$ cat config.mk
export PLATFORM = sky130hd
export DESIGN_NAME = core_controller
export DESIGN_NICKNAME = d
export VERILOG_FILES = /design/src/rtl/hazard_types_pkg.sv /design/src/rtl/ctrl_types_pkg.sv /design/src/rtl/core_controller.sv /design/src/rtl/freeze_unit.sv /design/src/rtl/hazard_unit.sv /design/src/rtl/ctrl_fsm.sv
export VERILOG_INCLUDE_DIRS = /design/src /design/src/include
export SDC_FILE = /design/constraint.sdc
export NUM_CORES = 1
export LEC_CHECK = 0
export BUFFER_PORTS_ARGS = -buffer_cell sky130_fd_sc_hd__buf_4
export CORE_UTILIZATION = 42
export CTS_CLUSTER_SIZE = 28
export DETAILED_ROUTE_END_ITERATION = 10
export GPL_TIMING_DRIVEN = 0
export PLACE_DENSITY = 0.89
export SKIP_LAST_GASP = 1
export SYNTH_ARGS = -nofsm -noshare
export SYNTH_HDL_FRONTEND = slang
export SYNTH_SLANG_ARGS = --single-unit
$ cat constraint.sdc
create_clock -name clk -period 5.41 [get_ports clk]
set_input_delay 1.082 -clock clk [delete_from_list [all_inputs] [get_ports clk]]
set_output_delay 1.082 -clock clk [all_outputs]
set_load 0.02 [all_outputs]
$ cat src/include/ctrl_cfg.svh
`ifndef CTRL_CFG_SVH
`define CTRL_CFG_SVH

//////////////////////////////////////////////////////////////////////
// instruction word geometry
//////////////////////////////////////////////////////////////////////

// width of one fetched instruction
`define CTRL_INSN_W 32

// register file has 32 entries
`define CTRL_REG_AW 5

//////////////////////////////////////////////////////////////////////
// register field positions inside the instruction word
//////////////////////////////////////////////////////////////////////

// rs1 lives in bits 19:15
`define CTRL_RS1_LSB 15

// rs2 lives in bits 24:20
`define CTRL_RS2_LSB 20

// rd lives in bits 11:7, also read as operand c
`define CTRL_RD_LSB 7

`endif
$ cat src/rtl/hazard_types_pkg.sv
`include "ctrl_cfg.svh"

package hazard_types_pkg;

  //////////////////////////////////////////////////////////////////////
  // register side encodings
  //////////////////////////////////////////////////////////////////////

  // index into the register file
  typedef logic [`CTRL_REG_AW-1:0] reg_addr_t;

  // operand source for the id stage read mux
  typedef enum logic [1:0] {
    SEL_REGFILE = 2'b00,
    SEL_FW_EX   = 2'b01,
    SEL_FW_WB   = 2'b10
  } fwd_sel_e;

  //////////////////////////////////////////////////////////////////////
  // bundles
  //////////////////////////////////////////////////////////////////////

  // a single register write port of a later stage
  typedef struct packed {
    reg_addr_t addr;
    logic      we;
  } wr_port_t;

  // all write ports visible from decode
  // alu is the early result path out of ex
  typedef struct packed {
    wr_port_t ex;
    wr_port_t wb;
    wr_port_t alu;
    logic     data_req_ex;
  } wr_ports_t;

  // read mux selects for operands a, b and c
  typedef struct packed {
    fwd_sel_e a;
    fwd_sel_e b;
    fwd_sel_e c;
  } fwd_sel_t;

  // stall causes found by register comparison
  typedef struct packed {
    logic load_use;
    logic jr;
  } hazard_t;

endpackage

$ cat src/rtl/ctrl_types_pkg.sv
`include "ctrl_cfg.svh"

package ctrl_types_pkg;

  //////////////////////////////////////////////////////////////////////
  // control flow encodings
  //////////////////////////////////////////////////////////////////////

  // sequencing states of the main controller
  typedef enum logic [3:0] {
    RESET       = 4'd0,
    BOOT_SET    = 4'd1,
    SLEEP       = 4'd2,
    FIRST_FETCH = 4'd3,
    DECODE      = 4'd4,
    BRANCH      = 4'd5,
    FLUSH_EX    = 4'd6,
    FLUSH_WB    = 4'd7
  } ctrl_state_e;

  // source of the next pc in the fetch stage
  typedef enum logic [2:0] {
    PC_BOOT      = 3'b000,
    PC_JUMP      = 3'b010,
    PC_BRANCH    = 3'b011,
    PC_EXCEPTION = 3'b100
  } pc_sel_e;

  // kind of control transfer seen in a stage
  typedef enum logic [1:0] {
    NONE = 2'b00,
    JAL  = 2'b01,
    JALR = 2'b10,
    COND = 2'b11
  } jump_kind_e;

  // raw instruction held in the decode stage
  typedef logic [`CTRL_INSN_W-1:0] insn_word_t;

  //////////////////////////////////////////////////////////////////////
  // bundles
  //////////////////////////////////////////////////////////////////////

  // everything the decoder tells the controller
  typedef struct packed {
    insn_word_t insn;
    jump_kind_e jump;
    logic       illegal;
    logic       pipe_flush;
    logic       exc_flush;
    logic       rega_used;
    logic       regb_used;
    logic       regc_used;
  } decode_info_t;

  // one freeze bit per pipeline stage
  typedef struct packed {
    logic if_stg;
    logic id_stg;
    logic ex_stg;
    logic wb_stg;
  } stall_t;

endpackage

$ cat src/rtl/core_controller.sv
module core_controller
  import ctrl_types_pkg::*;
  import hazard_types_pkg::*;
(
  input  logic         clk,
  input  logic         rst_n,
  // decoder and later stages
  input  decode_info_t dec_i,
  input  wr_ports_t    wr_i,
  input  jump_kind_e   jump_in_id_i,
  input  jump_kind_e   jump_in_ex_i,
  // levels
  input  logic         branch_decision_i,
  input  logic         exc_pc_sel_i,
  input  logic         pc_valid_i,
  input  logic         lsu_ready_ex_i,
  input  logic         lsu_ready_wb_i,
  input  logic         fetch_enable_i,
  input  logic         irq_present_i,
  // fetch handshake and pc control
  input  logic         instr_ack_i,
  output logic         instr_req_o,
  output logic         pc_set_o,
  output pc_sel_e      pc_sel_o,
  // status
  output logic         core_busy_o,
  output logic         is_decoding_o,
  output logic         illegal_insn_o,
  // pipeline control
  output fwd_sel_t     fwd_sel_o,
  output stall_t       stall_o,
  output logic         deassert_we_o
);

  logic    halt_if;
  logic    halt_id;
  logic    in_decode;
  hazard_t hazard;

  // sequencing fsm, reads the stalls back
  ctrl_fsm u_fsm (
    .clk               (clk),
    .rst_n             (rst_n),
    .fetch_enable_i    (fetch_enable_i),
    .irq_present_i     (irq_present_i),
    .instr_ack_i       (instr_ack_i),
    .dec_i             (dec_i),
    .jump_in_ex_i      (jump_in_ex_i),
    .branch_decision_i (branch_decision_i),
    .exc_pc_sel_i      (exc_pc_sel_i),
    .stall_i           (stall_o),
    .instr_req_o       (instr_req_o),
    .pc_set_o          (pc_set_o),
    .pc_sel_o          (pc_sel_o),
    .core_busy_o       (core_busy_o),
    .is_decoding_o     (is_decoding_o),
    .in_decode_o       (in_decode),
    .illegal_insn_o    (illegal_insn_o),
    .halt_if_o         (halt_if),
    .halt_id_o         (halt_id)
  );

  // register compare, forwarding and hazards
  hazard_unit u_hazard (
    .dec_i     (dec_i),
    .wr_i      (wr_i),
    .fwd_sel_o (fwd_sel_o),
    .hazard_o  (hazard)
  );

  freeze_unit u_freeze (
    .hazard_i       (hazard),
    .halt_if_i      (halt_if),
    .halt_id_i      (halt_id),
    .in_decode_i    (in_decode),
    .illegal_i      (illegal_insn_o),
    .instr_ack_i    (instr_ack_i),
    .lsu_ready_ex_i (lsu_ready_ex_i),
    .lsu_ready_wb_i (lsu_ready_wb_i),
    .pc_valid_i     (pc_valid_i),
    .jump_in_id_i   (jump_in_id_i),
    .stall_o        (stall_o),
    .deassert_we_o  (deassert_we_o)
  );

endmodule

$ cat src/rtl/freeze_unit.sv
module freeze_unit
  import ctrl_types_pkg::*;
  import hazard_types_pkg::*;
(
  input  hazard_t    hazard_i,
  input  logic       halt_if_i,
  input  logic       halt_id_i,
  input  logic       in_decode_i,
  input  logic       illegal_i,
  input  logic       instr_ack_i,
  input  logic       lsu_ready_ex_i,
  input  logic       lsu_ready_wb_i,
  input  logic       pc_valid_i,
  input  jump_kind_e jump_in_id_i,
  output stall_t     stall_o,
  output logic       deassert_we_o
);

  logic fetch_miss;
  logic lsu_busy;
  logic reg_hazard;

  // common stall terms
  assign fetch_miss = !instr_ack_i;
  assign lsu_busy   = !lsu_ready_ex_i || !lsu_ready_wb_i;
  assign reg_hazard = hazard_i.load_use || hazard_i.jr;

  //////////////////////////////////////////////////////////////////////
  // stage freezes, later stages see fewer causes
  //////////////////////////////////////////////////////////////////////

  // if also holds on a bad pc and while a branch waits in id
  assign stall_o.if_stg = fetch_miss || reg_hazard || lsu_busy || halt_if_i ||
                          !pc_valid_i || (jump_in_id_i == COND);
  assign stall_o.id_stg = fetch_miss || reg_hazard || lsu_busy || halt_id_i;
  assign stall_o.ex_stg = fetch_miss || lsu_busy;
  assign stall_o.wb_stg = !lsu_ready_wb_i;

  // kill the register write of the instruction leaving decode
  assign deassert_we_o = !in_decode_i || illegal_i || reg_hazard;

endmodule

$ cat src/rtl/hazard_unit.sv
`include "ctrl_cfg.svh"

module hazard_unit
  import ctrl_types_pkg::*;
  import hazard_types_pkg::*;
(
  input  decode_info_t dec_i,
  input  wr_ports_t    wr_i,
  output fwd_sel_t     fwd_sel_o,
  output hazard_t      hazard_o
);

  jump_kind_e jump_in_dec;
  reg_addr_t  rs1;
  reg_addr_t  rs2;
  reg_addr_t  rd;

  // per write port, does it hit operand a / b / c
  logic ex_is_a;
  logic ex_is_b;
  logic ex_is_c;
  logic wb_is_a;
  logic wb_is_b;
  logic wb_is_c;
  logic alu_is_a;
  logic alu_is_b;

  // address hit, only counts when the operand is really read
  function automatic logic addr_match(input reg_addr_t wr_addr,
                                      input reg_addr_t rd_addr,
                                      input logic      used);
    return (wr_addr == rd_addr) && used;
  endfunction

  //////////////////////////////////////////////////////////////////////
  // field extraction and address compare
  //////////////////////////////////////////////////////////////////////

  assign jump_in_dec = dec_i.jump;
  assign rs1 = dec_i.insn[`CTRL_RS1_LSB +: `CTRL_REG_AW];
  assign rs2 = dec_i.insn[`CTRL_RS2_LSB +: `CTRL_REG_AW];
  // rd doubles as the third source for three-operand ops
  assign rd  = dec_i.insn[`CTRL_RD_LSB +: `CTRL_REG_AW];

  assign ex_is_a  = addr_match(wr_i.ex.addr, rs1, dec_i.rega_used);
  assign ex_is_b  = addr_match(wr_i.ex.addr, rs2, dec_i.regb_used);
  assign ex_is_c  = addr_match(wr_i.ex.addr, rd, dec_i.regc_used);
  assign wb_is_a  = addr_match(wr_i.wb.addr, rs1, dec_i.rega_used);
  assign wb_is_b  = addr_match(wr_i.wb.addr, rs2, dec_i.regb_used);
  assign wb_is_c  = addr_match(wr_i.wb.addr, rd, dec_i.regc_used);
  assign alu_is_a = addr_match(wr_i.alu.addr, rs1, dec_i.rega_used);
  assign alu_is_b = addr_match(wr_i.alu.addr, rs2, dec_i.regb_used);

  //////////////////////////////////////////////////////////////////////
  // forwarding selects
  //////////////////////////////////////////////////////////////////////

  always_comb
  begin
    fwd_sel_o.a = SEL_REGFILE;
    fwd_sel_o.b = SEL_REGFILE;
    fwd_sel_o.c = SEL_REGFILE;

    // older result from wb first
    if (wr_i.wb.we)
    begin
      if (wb_is_a)
      begin
        fwd_sel_o.a = SEL_FW_WB;
      end
      if (wb_is_b)
      begin
        fwd_sel_o.b = SEL_FW_WB;
      end
      if (wb_is_c)
      begin
        fwd_sel_o.c = SEL_FW_WB;
      end
    end

    // younger alu result overrides, operand c has no alu path
    if (wr_i.alu.we)
    begin
      if (alu_is_a)
      begin
        fwd_sel_o.a = SEL_FW_EX;
      end
      if (alu_is_b)
      begin
        fwd_sel_o.b = SEL_FW_EX;
      end
    end

    // x0 reads as zero from the register file
    if (rs1 == '0)
    begin
      fwd_sel_o.a = SEL_REGFILE;
    end
    if (rs2 == '0)
    begin
      fwd_sel_o.b = SEL_REGFILE;
    end
  end

  //////////////////////////////////////////////////////////////////////
  // stall causes
  //////////////////////////////////////////////////////////////////////

  // load in ex whose data is not back yet
  assign hazard_o.load_use = wr_i.data_req_ex && wr_i.ex.we &&
                             (ex_is_a || ex_is_b || ex_is_c);

  // jalr target register still in flight anywhere
  assign hazard_o.jr = (jump_in_dec == JALR) &&
                       ((wr_i.wb.we && wb_is_a) ||
                        (wr_i.ex.we && ex_is_a) ||
                        (wr_i.alu.we && alu_is_a));

endmodule

$ cat src/rtl/ctrl_fsm.sv
module ctrl_fsm
  import ctrl_types_pkg::*;
(
  input  logic         clk,
  input  logic         rst_n,
  input  logic         fetch_enable_i,
  input  logic         irq_present_i,
  input  logic         instr_ack_i,
  input  decode_info_t dec_i,
  input  jump_kind_e   jump_in_ex_i,
  input  logic         branch_decision_i,
  input  logic         exc_pc_sel_i,
  input  stall_t       stall_i,
  output logic         instr_req_o,
  output logic         pc_set_o,
  output pc_sel_e      pc_sel_o,
  output logic         core_busy_o,
  output logic         is_decoding_o,
  output logic         in_decode_o,
  output logic         illegal_insn_o,
  output logic         halt_if_o,
  output logic         halt_id_o
);

  ctrl_state_e state_q;
  ctrl_state_e state_d;

  //////////////////////////////////////////////////////////////////////
  // next state and per-state decisions
  //////////////////////////////////////////////////////////////////////

  always_comb
  begin
    // defaults describe a running core with nothing special going on
    state_d        = state_q;
    instr_req_o    = 1'b1;
    pc_set_o       = 1'b0;
    pc_sel_o       = PC_BOOT;
    core_busy_o    = 1'b1;
    is_decoding_o  = 1'b0;
    illegal_insn_o = 1'b0;
    halt_if_o      = 1'b0;
    halt_id_o      = 1'b0;

    case (state_q)
      // idle after reset until fetching is allowed
      RESET:
      begin
        core_busy_o = 1'b0;
        instr_req_o = 1'b0;
        if (fetch_enable_i)
        begin
          state_d = BOOT_SET;
        end
      end

      // load the boot address into the fetch pc for one cycle only
      BOOT_SET:
      begin
        pc_set_o = 1'b1;
        pc_sel_o = PC_BOOT;
        state_d  = FIRST_FETCH;
      end

      // asleep until enable or a pending interrupt
      SLEEP:
      begin
        core_busy_o = 1'b0;
        instr_req_o = 1'b0;
        if (fetch_enable_i || irq_present_i)
        begin
          state_d = FIRST_FETCH;
        end
      end

      // wait for the first instruction to arrive
      FIRST_FETCH:
      begin
        if (instr_ack_i)
        begin
          state_d = DECODE;
        end
      end

      DECODE:
      begin
        is_decoding_o = 1'b1;

        // conditional branch resolves in ex so follow it there
        if ((dec_i.jump == COND) && !stall_i.id_stg)
        begin
          state_d = BRANCH;
        end

        // jal and jalr targets are known already
        // prefetch buffer drops the fall-through on its own
        if ((dec_i.jump == JAL) || (dec_i.jump == JALR))
        begin
          pc_sel_o = PC_JUMP;
        end

        if (dec_i.illegal)
        begin
          illegal_insn_o = 1'b1;
        end

        // exception handler redirect wins over a jump
        if (exc_pc_sel_i)
        begin
          pc_set_o = 1'b1;
          pc_sel_o = PC_EXCEPTION;
        end

        // wfi style flush freezes the front end and drains ex and wb
        if (dec_i.pipe_flush || dec_i.exc_flush)
        begin
          halt_if_o = 1'b1;
          halt_id_o = 1'b1;
          state_d   = FLUSH_EX;
        end
      end

      // branch instruction now sits in ex with its decision
      BRANCH:
      begin
        if ((jump_in_ex_i == COND) && branch_decision_i)
        begin
          // taken
          pc_sel_o = PC_BRANCH;
        end
        if (!stall_i.id_stg)
        begin
          state_d = DECODE;
        end
      end

      // let the instruction in ex move on
      FLUSH_EX:
      begin
        halt_if_o = 1'b1;
        halt_id_o = 1'b1;
        if (!stall_i.ex_stg)
        begin
          state_d = FLUSH_WB;
        end
      end

      // wb drains here before sleep or resume
      FLUSH_WB:
      begin
        halt_if_o = 1'b1;
        halt_id_o = 1'b1;
        if (!fetch_enable_i)
        begin
          if (!stall_i.wb_stg)
          begin
            state_d = SLEEP;
          end
        end
        else
        begin
          // still enabled so release the front end
          halt_if_o = 1'b0;
          halt_id_o = 1'b0;
          if (!stall_i.id_stg)
          begin
            state_d = DECODE;
          end
        end
      end

      default:
      begin
        instr_req_o = 1'b0;
        state_d     = RESET;
      end
    endcase
  end

  // the freeze unit only needs to know whether decode is live
  assign in_decode_o = (state_q == DECODE);

  //////////////////////////////////////////////////////////////////////
  // state register
  //////////////////////////////////////////////////////////////////////

  always_ff @(posedge clk or negedge rst_n)
  begin
    if (!rst_n)
    begin
      state_q <= RESET;
    end
    else
    begin
      state_q <= state_d;
    end
  end

endmodule

==> flow_metrics.py, run 1 <==
metrics = {
    "outcome": {
        "outcome": "finished clean",
    },
    "global_routing": {
        "grt_pass1_vias": 1224,
        "grt_max_degree": 11,
        "grt_pass1_wl_mm": 5.45,
        "track_usage_pct": 26.3,
        "antenna_found_initial": 0,
        "globalRoute.totalOverflow": 0,
    },
    "detailed_routing": {
        "vias": 1396,
        "wl_mm": 3.51,
        "drtIter0Drc": 35,
        "ant_nets": 0,
        "wire_per_inst_um": 13.6,
        "drc": 0,
        "drtPass1Iterations": 4,
        "avgViaCountPerCell": 5.39,
    },
    "setup_path": {
        "cp_slowest_cell": "or3b_1",
        "reg2reg_slack_ps": 3760,
        "worstPathRequired_ps": 4330,
        "r2r_start": "u_fsm.state_q[3]$_DFFE_PN0P_",
        "crit_arrival_ps": 2520,
        "path_cells": "buf_4, inv_1, ha_1, o2111ai_1, o22a_2, nand4_2, or3b_1, buf_4",
        "reg2reg_depth": 6,
        "cpPeakStageDelay_ps": 390,
        "cp_max_fo": 4,
        "crit_type": "in -> out",
        "rr_endpoint": "u_fsm.state_q[1]$_DFFE_PN0P_",
        "path_buf_inv": 3,
        "start_kind": "input pin",
        "end_kind": "output pin",
        "critPathMostFrequentCell": "buf_4",
        "crit_family": "simple AND/OR/NAND/NOR gates",
    },
    "clock_tree": {
        "tritoncts": "done",
        "insertion_delay_ps": 230,
        "cts-root-buf": "clkbuf_4",
        "cts_sinks": 4,
        "cts_buffers": 3,
        "post_cts_buffers": 0,
        "cts_resized": 0,
        "path_clk_slew_ps": 40,
        "htreeDepth": 1,
        "cts_buffer_depth": 2,
        "hold_buffers": 0,
    },
    "pwr": {
        "peakVddDrop_v": 0.000307,
        "clkPwrFrac_pct": 9.6,
        "p_sw_mw": 0.178,
        "swShare_pct": 47.5,
        "intPower_mw": 0.197,
        "p_leak_nw": 0.780,
        "comb_power_share_pct": 75.6,
        "p_seq_share_pct": 14.8,
        "power_density_nw_per_um2": 220,
    },
    "finish": {
        "final_cell_mix": "74 x buf_4, 20 x xor2_1, 20 x xnor2_1",
        "n_antenna_cell": 0,
        "multi_input_area_um2": 942,
        "nets": 306,
        "largest_register_ffs": 4,
        "layout-drive-gt1-share_pct": 38.4,
        "fill_cells": 216,
        "reg_top3": "u_fsm.state_q (4)",
        "final_common_cell": "buf_4",
        "fin_util_pct": 69.2,
        "largest_register": "u_fsm.state_q",
        "regArea_um2": 100,
        "area_delta_synth_final_pct": 56.3,
    },
    "timing": {
        "rsz0062_at_grt": "no",
        "fin_crit_sh_pct": 66.6,
        "fin_worst_skew_ps": 3.02,
        "fin_tns_setup_ps": 0,
        "finalMaxSlewViolations": 0,
        "setup_viol": 0,
        "fin_crit_ps": 3600,
        "max_freq_mhz": 278,
        "final_hold_viol_count": 0,
    },
    "place": {
        "gp_congestion": 0.989,
        "hpwl_mm": 2.95,
        "io_buffers": 73,
    },
    "synthesis": {
        "synth.distinct_cells": 43,
        "ys_seq_area_share_pct": 9.22,
        "yosys_most_used_dff": "dfrtp_1",
        "yosysTopAreaCellShare_pct": 16.1,
        "ys_ff_latch": 4,
        "postSynthCellCount": 152,
        "syn-mean-instance-area_um2": 7.15,
        "synth_edf_count": 0,
        "yosys.area.top_type": "xnor2_1",
        "yosys_warnings": 0,
        "synthTopCellsByArea": "xnor2_1 16%, xor2_1 16%, dfrtp_1 9.2%",
        "async_reset_ff_share_pct": 100,
        "syn_area_um2": 1090,
    },
    "floorplan": {
        "row_count": 18,
        "die_w_um": 52.9,
        "start_util_pct": 44.2,
        "ios": 92,
        "chipHeight_um": 52.9,
        "die_area_um2": 2790,
        "core_um2": 2450,
    },
    "job": {
        "drv_cap": 0,
    },
    "worst_hold_path": {
        "hp-class": "in -> async",
    },
}
[worst max-delay path by stage]
stage	end	slack, ps	start	cells after the start
floorplan	deassert_we_o	2040	dec_i[6]	6
global placement	deassert_we_o	1800	dec_i[6]	8
detailed placement	deassert_we_o	1810	dec_i[6]	8
CTS	deassert_we_o	1810	dec_i[6]	8
global route	stall_o[3]	1730	dec_i[6]	9
finish	deassert_we_o	1810	dec_i[6]	8
[cell type report]
cell class	count	area share, %
buffer	6	1.69
clock buffer	3	1.33
inverter	5	1.11
multi-input combinational	138	55.5
sequential	4	5.90
tap	30	2.21
timing repair buffer	73	32.3
[metal layers]
layer  global-route usage [%]  wire length [um]
met5                        0                 0
met4                     7.02                15
met3                     3.45               197
met2                     45.4              1810
met1                     33.9              1490
[logic make-up after synthesis]
logic type	synth area share, %
simple gates	34.0
xor+xnor	32.3
compound gates	16.5
buf+inv	4.38
flops	9.22
fa+ha+maj	2.30
other cells	0.345
mux	1.04
[metrics by stage]
stage	instances	setup WS, ps	cell area [um2]	power (mW)	hold WS [ps]
5_1_grt	259	1730	1700	0.410	632
2_1_floorplan	153	2040	1090	0.235	663
6_report	259	1810	1700	0.374	633
3_3_place_gp	256	1800	1680	0.332	746
3_5_place_dp	256	1810	1680	0.335	736
4_1_cts	259	1810	1700	0.374	626
[synth_stat cells (2+ instances only)]
cell      number
nor4_1         4
o22ai_1        2
clkbuf_1       3
o22a_1         2
nor2_1        19
buf_2          2
a21oi_1        5
nor2b_1        2
xor2_1        20
dfrtp_1        4
ha_1           2
a21o_1         2
nand4_1        6
xnor2_1       20
nand3_1        9
nand2_1       11
or3_1          2
and3_1         4
nor3_1         5
inv_1          5
[power by group through the flow]
stage | combinational (mW) | clock, mW | sequential (mW)
floorplan | 0.184 | 0 | 0.0511
global placement | 0.277 | 0 | 0.0549
detailed placement | 0.280 | 0 | 0.0549
CTS | 0.281 | 0.0379 | 0.0547
global route | 0.314 | 0.0387 | 0.0579
finish | 0.283 | 0.0361 | 0.0553
Note: power is estimated with default switching activity, not from simulation.
==> run 2: changes to the inputs <==
--- a/config.mk
+++ b/config.mk
@@ -7,11 +7,11 @@
 export NUM_CORES = 1
 export LEC_CHECK = 0
 export BUFFER_PORTS_ARGS = -buffer_cell sky130_fd_sc_hd__buf_4
-export CORE_UTILIZATION = 42
+export CORE_UTILIZATION = 35
 export CTS_CLUSTER_SIZE = 28
 export DETAILED_ROUTE_END_ITERATION = 10
 export GPL_TIMING_DRIVEN = 0
-export PLACE_DENSITY = 0.89
+export PLACE_DENSITY = 0.79
 export SKIP_LAST_GASP = 1
 export SYNTH_ARGS = -nofsm -noshare
 export SYNTH_HDL_FRONTEND = slang
==> constraint.sdc (replaced) <==
create_clock -name clk -period 2.9 [get_ports clk]
set_input_delay 0.58 -clock clk [delete_from_list [all_inputs] [get_ports clk]]
set_output_delay 0.58 -clock clk [all_outputs]
set_load 0.02 [all_outputs]
==> run 2 against run 1 <==
Against the previous run:
- the flow now finishes with violations (design-rule violations)
- worst hold slack got worse by 500 ps
- sequential cell count did not move
- sequential share of layout area barely moved
- clock power rose by 92%
- cell area barely moved
- clock skew fell by 0.93 ps
- largest power group unchanged
==> flow_metrics.py, run 2 (synthesized netlist as in run 1, its figures left out) <==
metrics = {
    "detailed_routing": {
        "ant_nets": 0,
        "drtIter0Drc": 51,
        "avgViaCountPerCell": 5.27,
        "wire_per_inst_um": 13.2,
        "vias": 1369,
        "wl_mm": 3.43,
        "drtPass1Iterations": 8,
        "drc": 4,
    },
    "global_routing": {
        "grt_most_used_layer": "met2",
        "track_usage_pct": 21.3,
        "antenna_found_initial": 0,
        "grt_util_met3_pct": 1.79,
        "met1_usage_pct": 31.5,
        "globalRoute.totalOverflow": 0,
        "grt_pass1_vias": 1234,
        "grt_max_degree": 11,
        "met2_usage_pct": 33.7,
        "grt_pass1_wl_mm": 5.62,
    },
    "worst_hold_path": {
        "hp-class": "in -> async",
    },
    "pwr": {
        "p_leak_nw": 0.780,
        "power_density_nw_per_um2": 407,
        "power_mw": 0.691,
        "peakVddDrop_v": 0.000319,
    },
    "clock_tree": {
        "insertion_delay_ps": 240,
        "cts-root-buf": "clkbuf_4",
        "cts_buffers": 3,
        "post_cts_buffers": 0,
        "cts_resized": 0,
        "tritoncts": "done",
        "htreeDepth": 1,
        "cts_sinks": 4,
        "cts_buffer_depth": 2,
        "path_clk_slew_ps": 40,
        "hold_buffers": 0,
    },
    "finish": {
        "stdcell_area_um2": 1700,
        "area_delta_synth_final_pct": 56.5,
        "fin_util_pct": 59.6,
        "final_cell_mix": "74 x buf_4, 20 x xor2_1, 20 x xnor2_1",
        "layout-drive-gt1-share_pct": 38.4,
        "nets": 306,
        "n_antenna_cell": 0,
        "final_common_cell": "buf_4",
        "reg_top3": "u_fsm.state_q (4)",
        "largest_register_ffs": 4,
        "largest_register": "u_fsm.state_q",
        "final_cells": 260,
    },
    "floorplan": {
        "start_util_pct": 38.1,
        "row_count": 19,
        "die_area_um2": 3330,
        "die_w_um": 57.7,
        "core_um2": 2850,
        "chipHeight_um": 57.7,
        "ios": 92,
    },
    "setup_path": {
        "r2r_start": "u_fsm.state_q[2]$_DFFE_PN0P_",
        "end_kind": "output pin",
        "reg2reg_depth": 6,
        "path_cells": "buf_4, inv_1, ha_1, o2111ai_1, o22a_2, nand4_2, or3b_1, buf_4",
        "cp_max_fo": 4,
        "rr_endpoint": "u_fsm.state_q[1]$_DFFE_PN0P_",
        "crit_arrival_ps": 2040,
        "cpPeakStageDelay_ps": 410,
        "critPathMostFrequentCell": "buf_4",
        "reg2reg_slack_ps": 1250,
        "worstPathRequired_ps": 2320,
        "start_kind": "input pin",
        "crit_type": "in -> out",
        "cp_slowest_cell": "or3b_1",
    },
    "timing": {
        "setup_viol": 0,
        "fin_tns_setup_ps": 0,
        "final_hold_viol_count": 0,
        "max_freq_mhz": 382,
        "rsz0062_at_grt": "no",
        "setup_ws_ps": 279,
        "finalMaxSlewViolations": 0,
        "hold_ws_ps": 131,
        "fin_crit_ps": 2620,
        "fin_worst_skew_ps": 2.09,
        "fin_crit_sh_pct": 90.4,
    },
    "place": {
        "gp_congestion": 0.878,
        "dpl_cell_area_um2": 1680,
        "hpwl_mm": 2.97,
        "dp_slack_ps": 273,
        "placed_cells": 257,
        "io_buffers": 73,
    },
    "job": {
        "drv_cap": 0,
    },
    "outcome": {
        "failed_checks": "design-rule violations",
        "outcome": "complete, but fails checks",
    },
}
## run 2: cell counts in the layout (fill, tap and decap cells not counted)
No cell type changed its count.
## run 2: cell type report
type                       count  area [um2]
sequential                     4         100
buffer                         6        28.8
clock buffer                   3        22.5
timing repair buffer          73         548
multi-input combinational    138         942
tap                           31        38.8
inverter                       5        18.8
fill                         271        1150
## run 2: where the power goes
part           switching (mW)  internal, mW  total (mW)
sequential             0.0255        0.0768       0.102
clock                  0.0231        0.0463      0.0694
combinational           0.276         0.244       0.519
total                   0.324         0.367       0.691
## run 2: worst max path at each step
stage / startpoint / endpoint / slack (ps) / cells after the start
after floorplan: dec_i[6] / deassert_we_o / 530 / 6
after detailed placement: dec_i[6] / deassert_we_o / 270 / 8
after global routing: dec_i[6] / deassert_we_o / 190 / 8
after CTS: dec_i[6] / deassert_we_o / 270 / 8
after global placement: dec_i[6] / stall_o[3] / 280 / 9
final: dec_i[6] / deassert_we_o / 280 / 8
## run 2: metal layers
metal | vias to the layer above | part of all wire, %
li1 | 693 | -
met1 | 626 | 47
met2 | 48 | 46
met3 | 2 | 6.5
met4 | 0 | 0.50
met5 | - | 0
## run 2: worst max-delay path, delay by kind of cell
kind	cells	cell delay [ps]
and+or+nand+nor	2	580
AOI/OAI and AO/OA	2	390
buffers and inverters	3	280
adders and majority gates	1	210
==> run 3: changes to the inputs <==
--- a/config.mk
+++ b/config.mk
@@ -7,11 +7,13 @@
 export NUM_CORES = 1
 export LEC_CHECK = 0
 export BUFFER_PORTS_ARGS = -buffer_cell sky130_fd_sc_hd__buf_4
-export CORE_UTILIZATION = 35
+export CELL_PAD_IN_SITES_DETAIL_PLACEMENT = 1
+export CELL_PAD_IN_SITES_GLOBAL_PLACEMENT = 2
+export CORE_UTILIZATION = 16
 export CTS_CLUSTER_SIZE = 28
 export DETAILED_ROUTE_END_ITERATION = 10
 export GPL_TIMING_DRIVEN = 0
-export PLACE_DENSITY = 0.79
+export PLACE_DENSITY = 0.77
 export SKIP_LAST_GASP = 1
 export SYNTH_ARGS = -nofsm -noshare
 export SYNTH_HDL_FRONTEND = slang
==> constraint.sdc (replaced) <==
create_clock -name clk -period 2.28 [get_ports clk]
set_input_delay 0.456 -clock clk [delete_from_list [all_inputs] [get_ports clk]]
set_output_delay 0.456 -clock clk [all_outputs]
set_load 0.02 [all_outputs]
==> run 3 against run 2 <==
Against the previous run:
- the run still ends with design-rule violations left
- wire length up 36%
- sequential power up 30%
- clock-buffer cell count unchanged
- setup slack got worse by 220 ps
- total power rose by 44%
- clock skew grew 1.5 ps
- critical path type unchanged
==> flow_metrics.py, run 3 (synthesized netlist as in run 1, its figures left out) <==
metrics = {
    "timing": {
        "fin_worst_skew_ps": 3.54,
        "fin_crit_ps": 2220,
        "slew_headroom_pct": 66.3,
        "setup_viol": 0,
        "rsz0062_at_grt": "no",
        "finalMaxSlewViolations": 0,
        "max_freq_mhz": 451,
        "fin_crit_sh_pct": 97.3,
        "final_hold_viol_count": 0,
        "tightestPinTransition_ps": 506,
    },
    "clock_tree": {
        "cts_buffers": 3,
        "htreeDepth": 1,
        "cts_sinks": 4,
        "path_clk_slew_ps": 30,
        "cts_buffer_depth": 2,
        "cts-root-buf": "clkbuf_8",
        "tritoncts": "done",
        "insertion_delay_ps": 220,
    },
    "global_routing": {
        "antenna_found_initial": 0,
        "grt_max_degree": 11,
        "track_usage_pct": 13.1,
        "grt_pass1_wl_mm": 7.56,
        "globalRoute.totalOverflow": 0,
        "grt_pass1_vias": 1470,
    },
    "setup_path": {
        "crit_type": "in -> out",
        "crit_arrival_ps": 1760,
        "worstPathRequired_ps": 1820,
        "start_kind": "input pin",
        "cp_max_fo": 3,
        "end_kind": "output pin",
    },
    "finish": {
        "nets": 308,
        "n_antenna_cell": 0,
        "final_common_cell": "buf_4",
        "final_cell_mix": "75 x buf_4, 20 x xor2_1, 20 x xnor2_1",
        "largest_register": "u_fsm.state_q",
        "area_delta_synth_final_pct": 69.6,
        "reg_top3": "u_fsm.state_q (4)",
        "fin_util_pct": 28.5,
        "largest_register_ffs": 4,
        "layout-drive-gt1-share_pct": 42.9,
    },
    "detailed_routing": {
        "met2_length_mm": 2.21,
        "wl_met3_um": 189,
        "vias": 1409,
        "drt-met1-wl_mm": 2.24,
        "wire_per_inst_um": 15.1,
        "maxUsedRoutingLayer": "met4",
        "drtPass1Iterations": 9,
        "drtIter0Drc": 95,
        "avgViaCountPerCell": 4.57,
        "ant_nets": 0,
        "drc": 3,
        "wl_mm": 4.66,
    },
    "floorplan": {
        "start_util_pct": 16.8,
        "die_area_um2": 7120,
        "ios": 92,
        "row_count": 29,
        "die_w_um": 84.4,
        "core_um2": 6460,
        "chipHeight_um": 84.4,
    },
    "worst_hold_path": {
        "hp-class": "in -> async",
    },
    "place": {
        "io_buffers": 73,
        "hpwl_mm": 4.00,
        "gp_congestion": 0.841,
    },
    "job": {
        "drv_cap": 0,
    },
    "pwr": {
        "peakVddDrop_v": 0.000243,
        "power_density_nw_per_um2": 541,
        "power_mw": 0.997,
        "p_leak_nw": 0.812,
    },
    "outcome": {
        "failed_checks": "design-rule violations",
        "outcome": "complete, but fails checks",
    },
}
==> run 3: cell types whose count changed in the layout (fill, tap and decap cells not counted), sizes merged <==
cell	before	now
buf	76	78
==> run 3: worst max-delay path, cell delays in order <==
cell and delay, ps:
buf_4 120, ha_4 160, o2111ai_2 160, o22a_2 200
nand4_4 110, or3b_1 400, buf_6 140
==> run 3: cell type report <==
cell class | instances | area (um2)
multi-input cells | 138 | 987
inverters | 5 | 18.8
well taps | 77 | 96.3
flip-flops and latches | 4 | 100
repair buffers | 75 | 567
plain buffers | 6 | 31.3
clock buffers | 3 | 41.3
fillers | 798 | 4620
==> run 3: path summary, 6_finish.rpt <==
| path | from | depth (start not counted) | endpoint | slack (ps) |
|---|---|---|---|---|
| max | dec_i[7] | 7 | deassert_we_o | 60 |
| min | rst_n | 1 | u_fsm.state_q[0]$_DFFE_PN0P_ | 30 |
| max reg2reg | u_fsm.state_q[1]$_DFFE_PN0P_ | 4 | u_fsm.state_q[1]$_DFFE_PN0P_ | 600 |
| min reg2reg | u_fsm.state_q[3]$_DFFE_PN0P_ | 3 | u_fsm.state_q[0]$_DFFE_PN0P_ | 780 |
| max in group asynchronous | rst_n | 1 | u_fsm.state_q[1]$_DFFE_PN0P_ | 2150 |
| min in group clk | dec_i[3] | 5 | u_fsm.state_q[0]$_DFFE_PN0P_ | 750 |
==> run 3: what timing repair did <==
| item | in CTS | in global routing |
|---|---|---|
| resized for setup | 7 | 8 |
| hold buffers | 0 | 0 |
| pin swaps | 2 | 7 |
| buffers inserted | 0 | 2 |
| setup endpoints to repair | 3 | 5 |
| endpoints found under the hold margin | 0 | 0 |
==> run 3: report_power, final <==
part,leakage (nW),internal (mW),switching [mW]
combinational,0.740,0.325,0.389
sequential,0.0507,0.0977,0.0352
clock,0.0216,0.113,0.0367
total,0.812,0.536,0.461
==> run 3: layer usage <==
layer,global-route usage (%),up-vias
met5,0,-
met4,3.39,0
met3,0.590,2
met2,22.1,39
met1,18.4,674
li1,-,694
==> run 3: metrics by stage <==
step / setup WS (ps) / instances / cell area (um2) / TNS (ps) / hold slack (ps)
global route: 6.45 / 308 / 1840 / 0 / 27.2
finish: 61.9 / 308 / 1840 / 0 / 25.7
CTS: 1.99 / 306 / 1800 / 0 / 23.0
global placement: -131 / 303 / 1730 / -324 / 251
detailed placement: -148 / 303 / 1730 / -358 / 255
floorplan: 163 / 153 / 1090 / 0 / 160
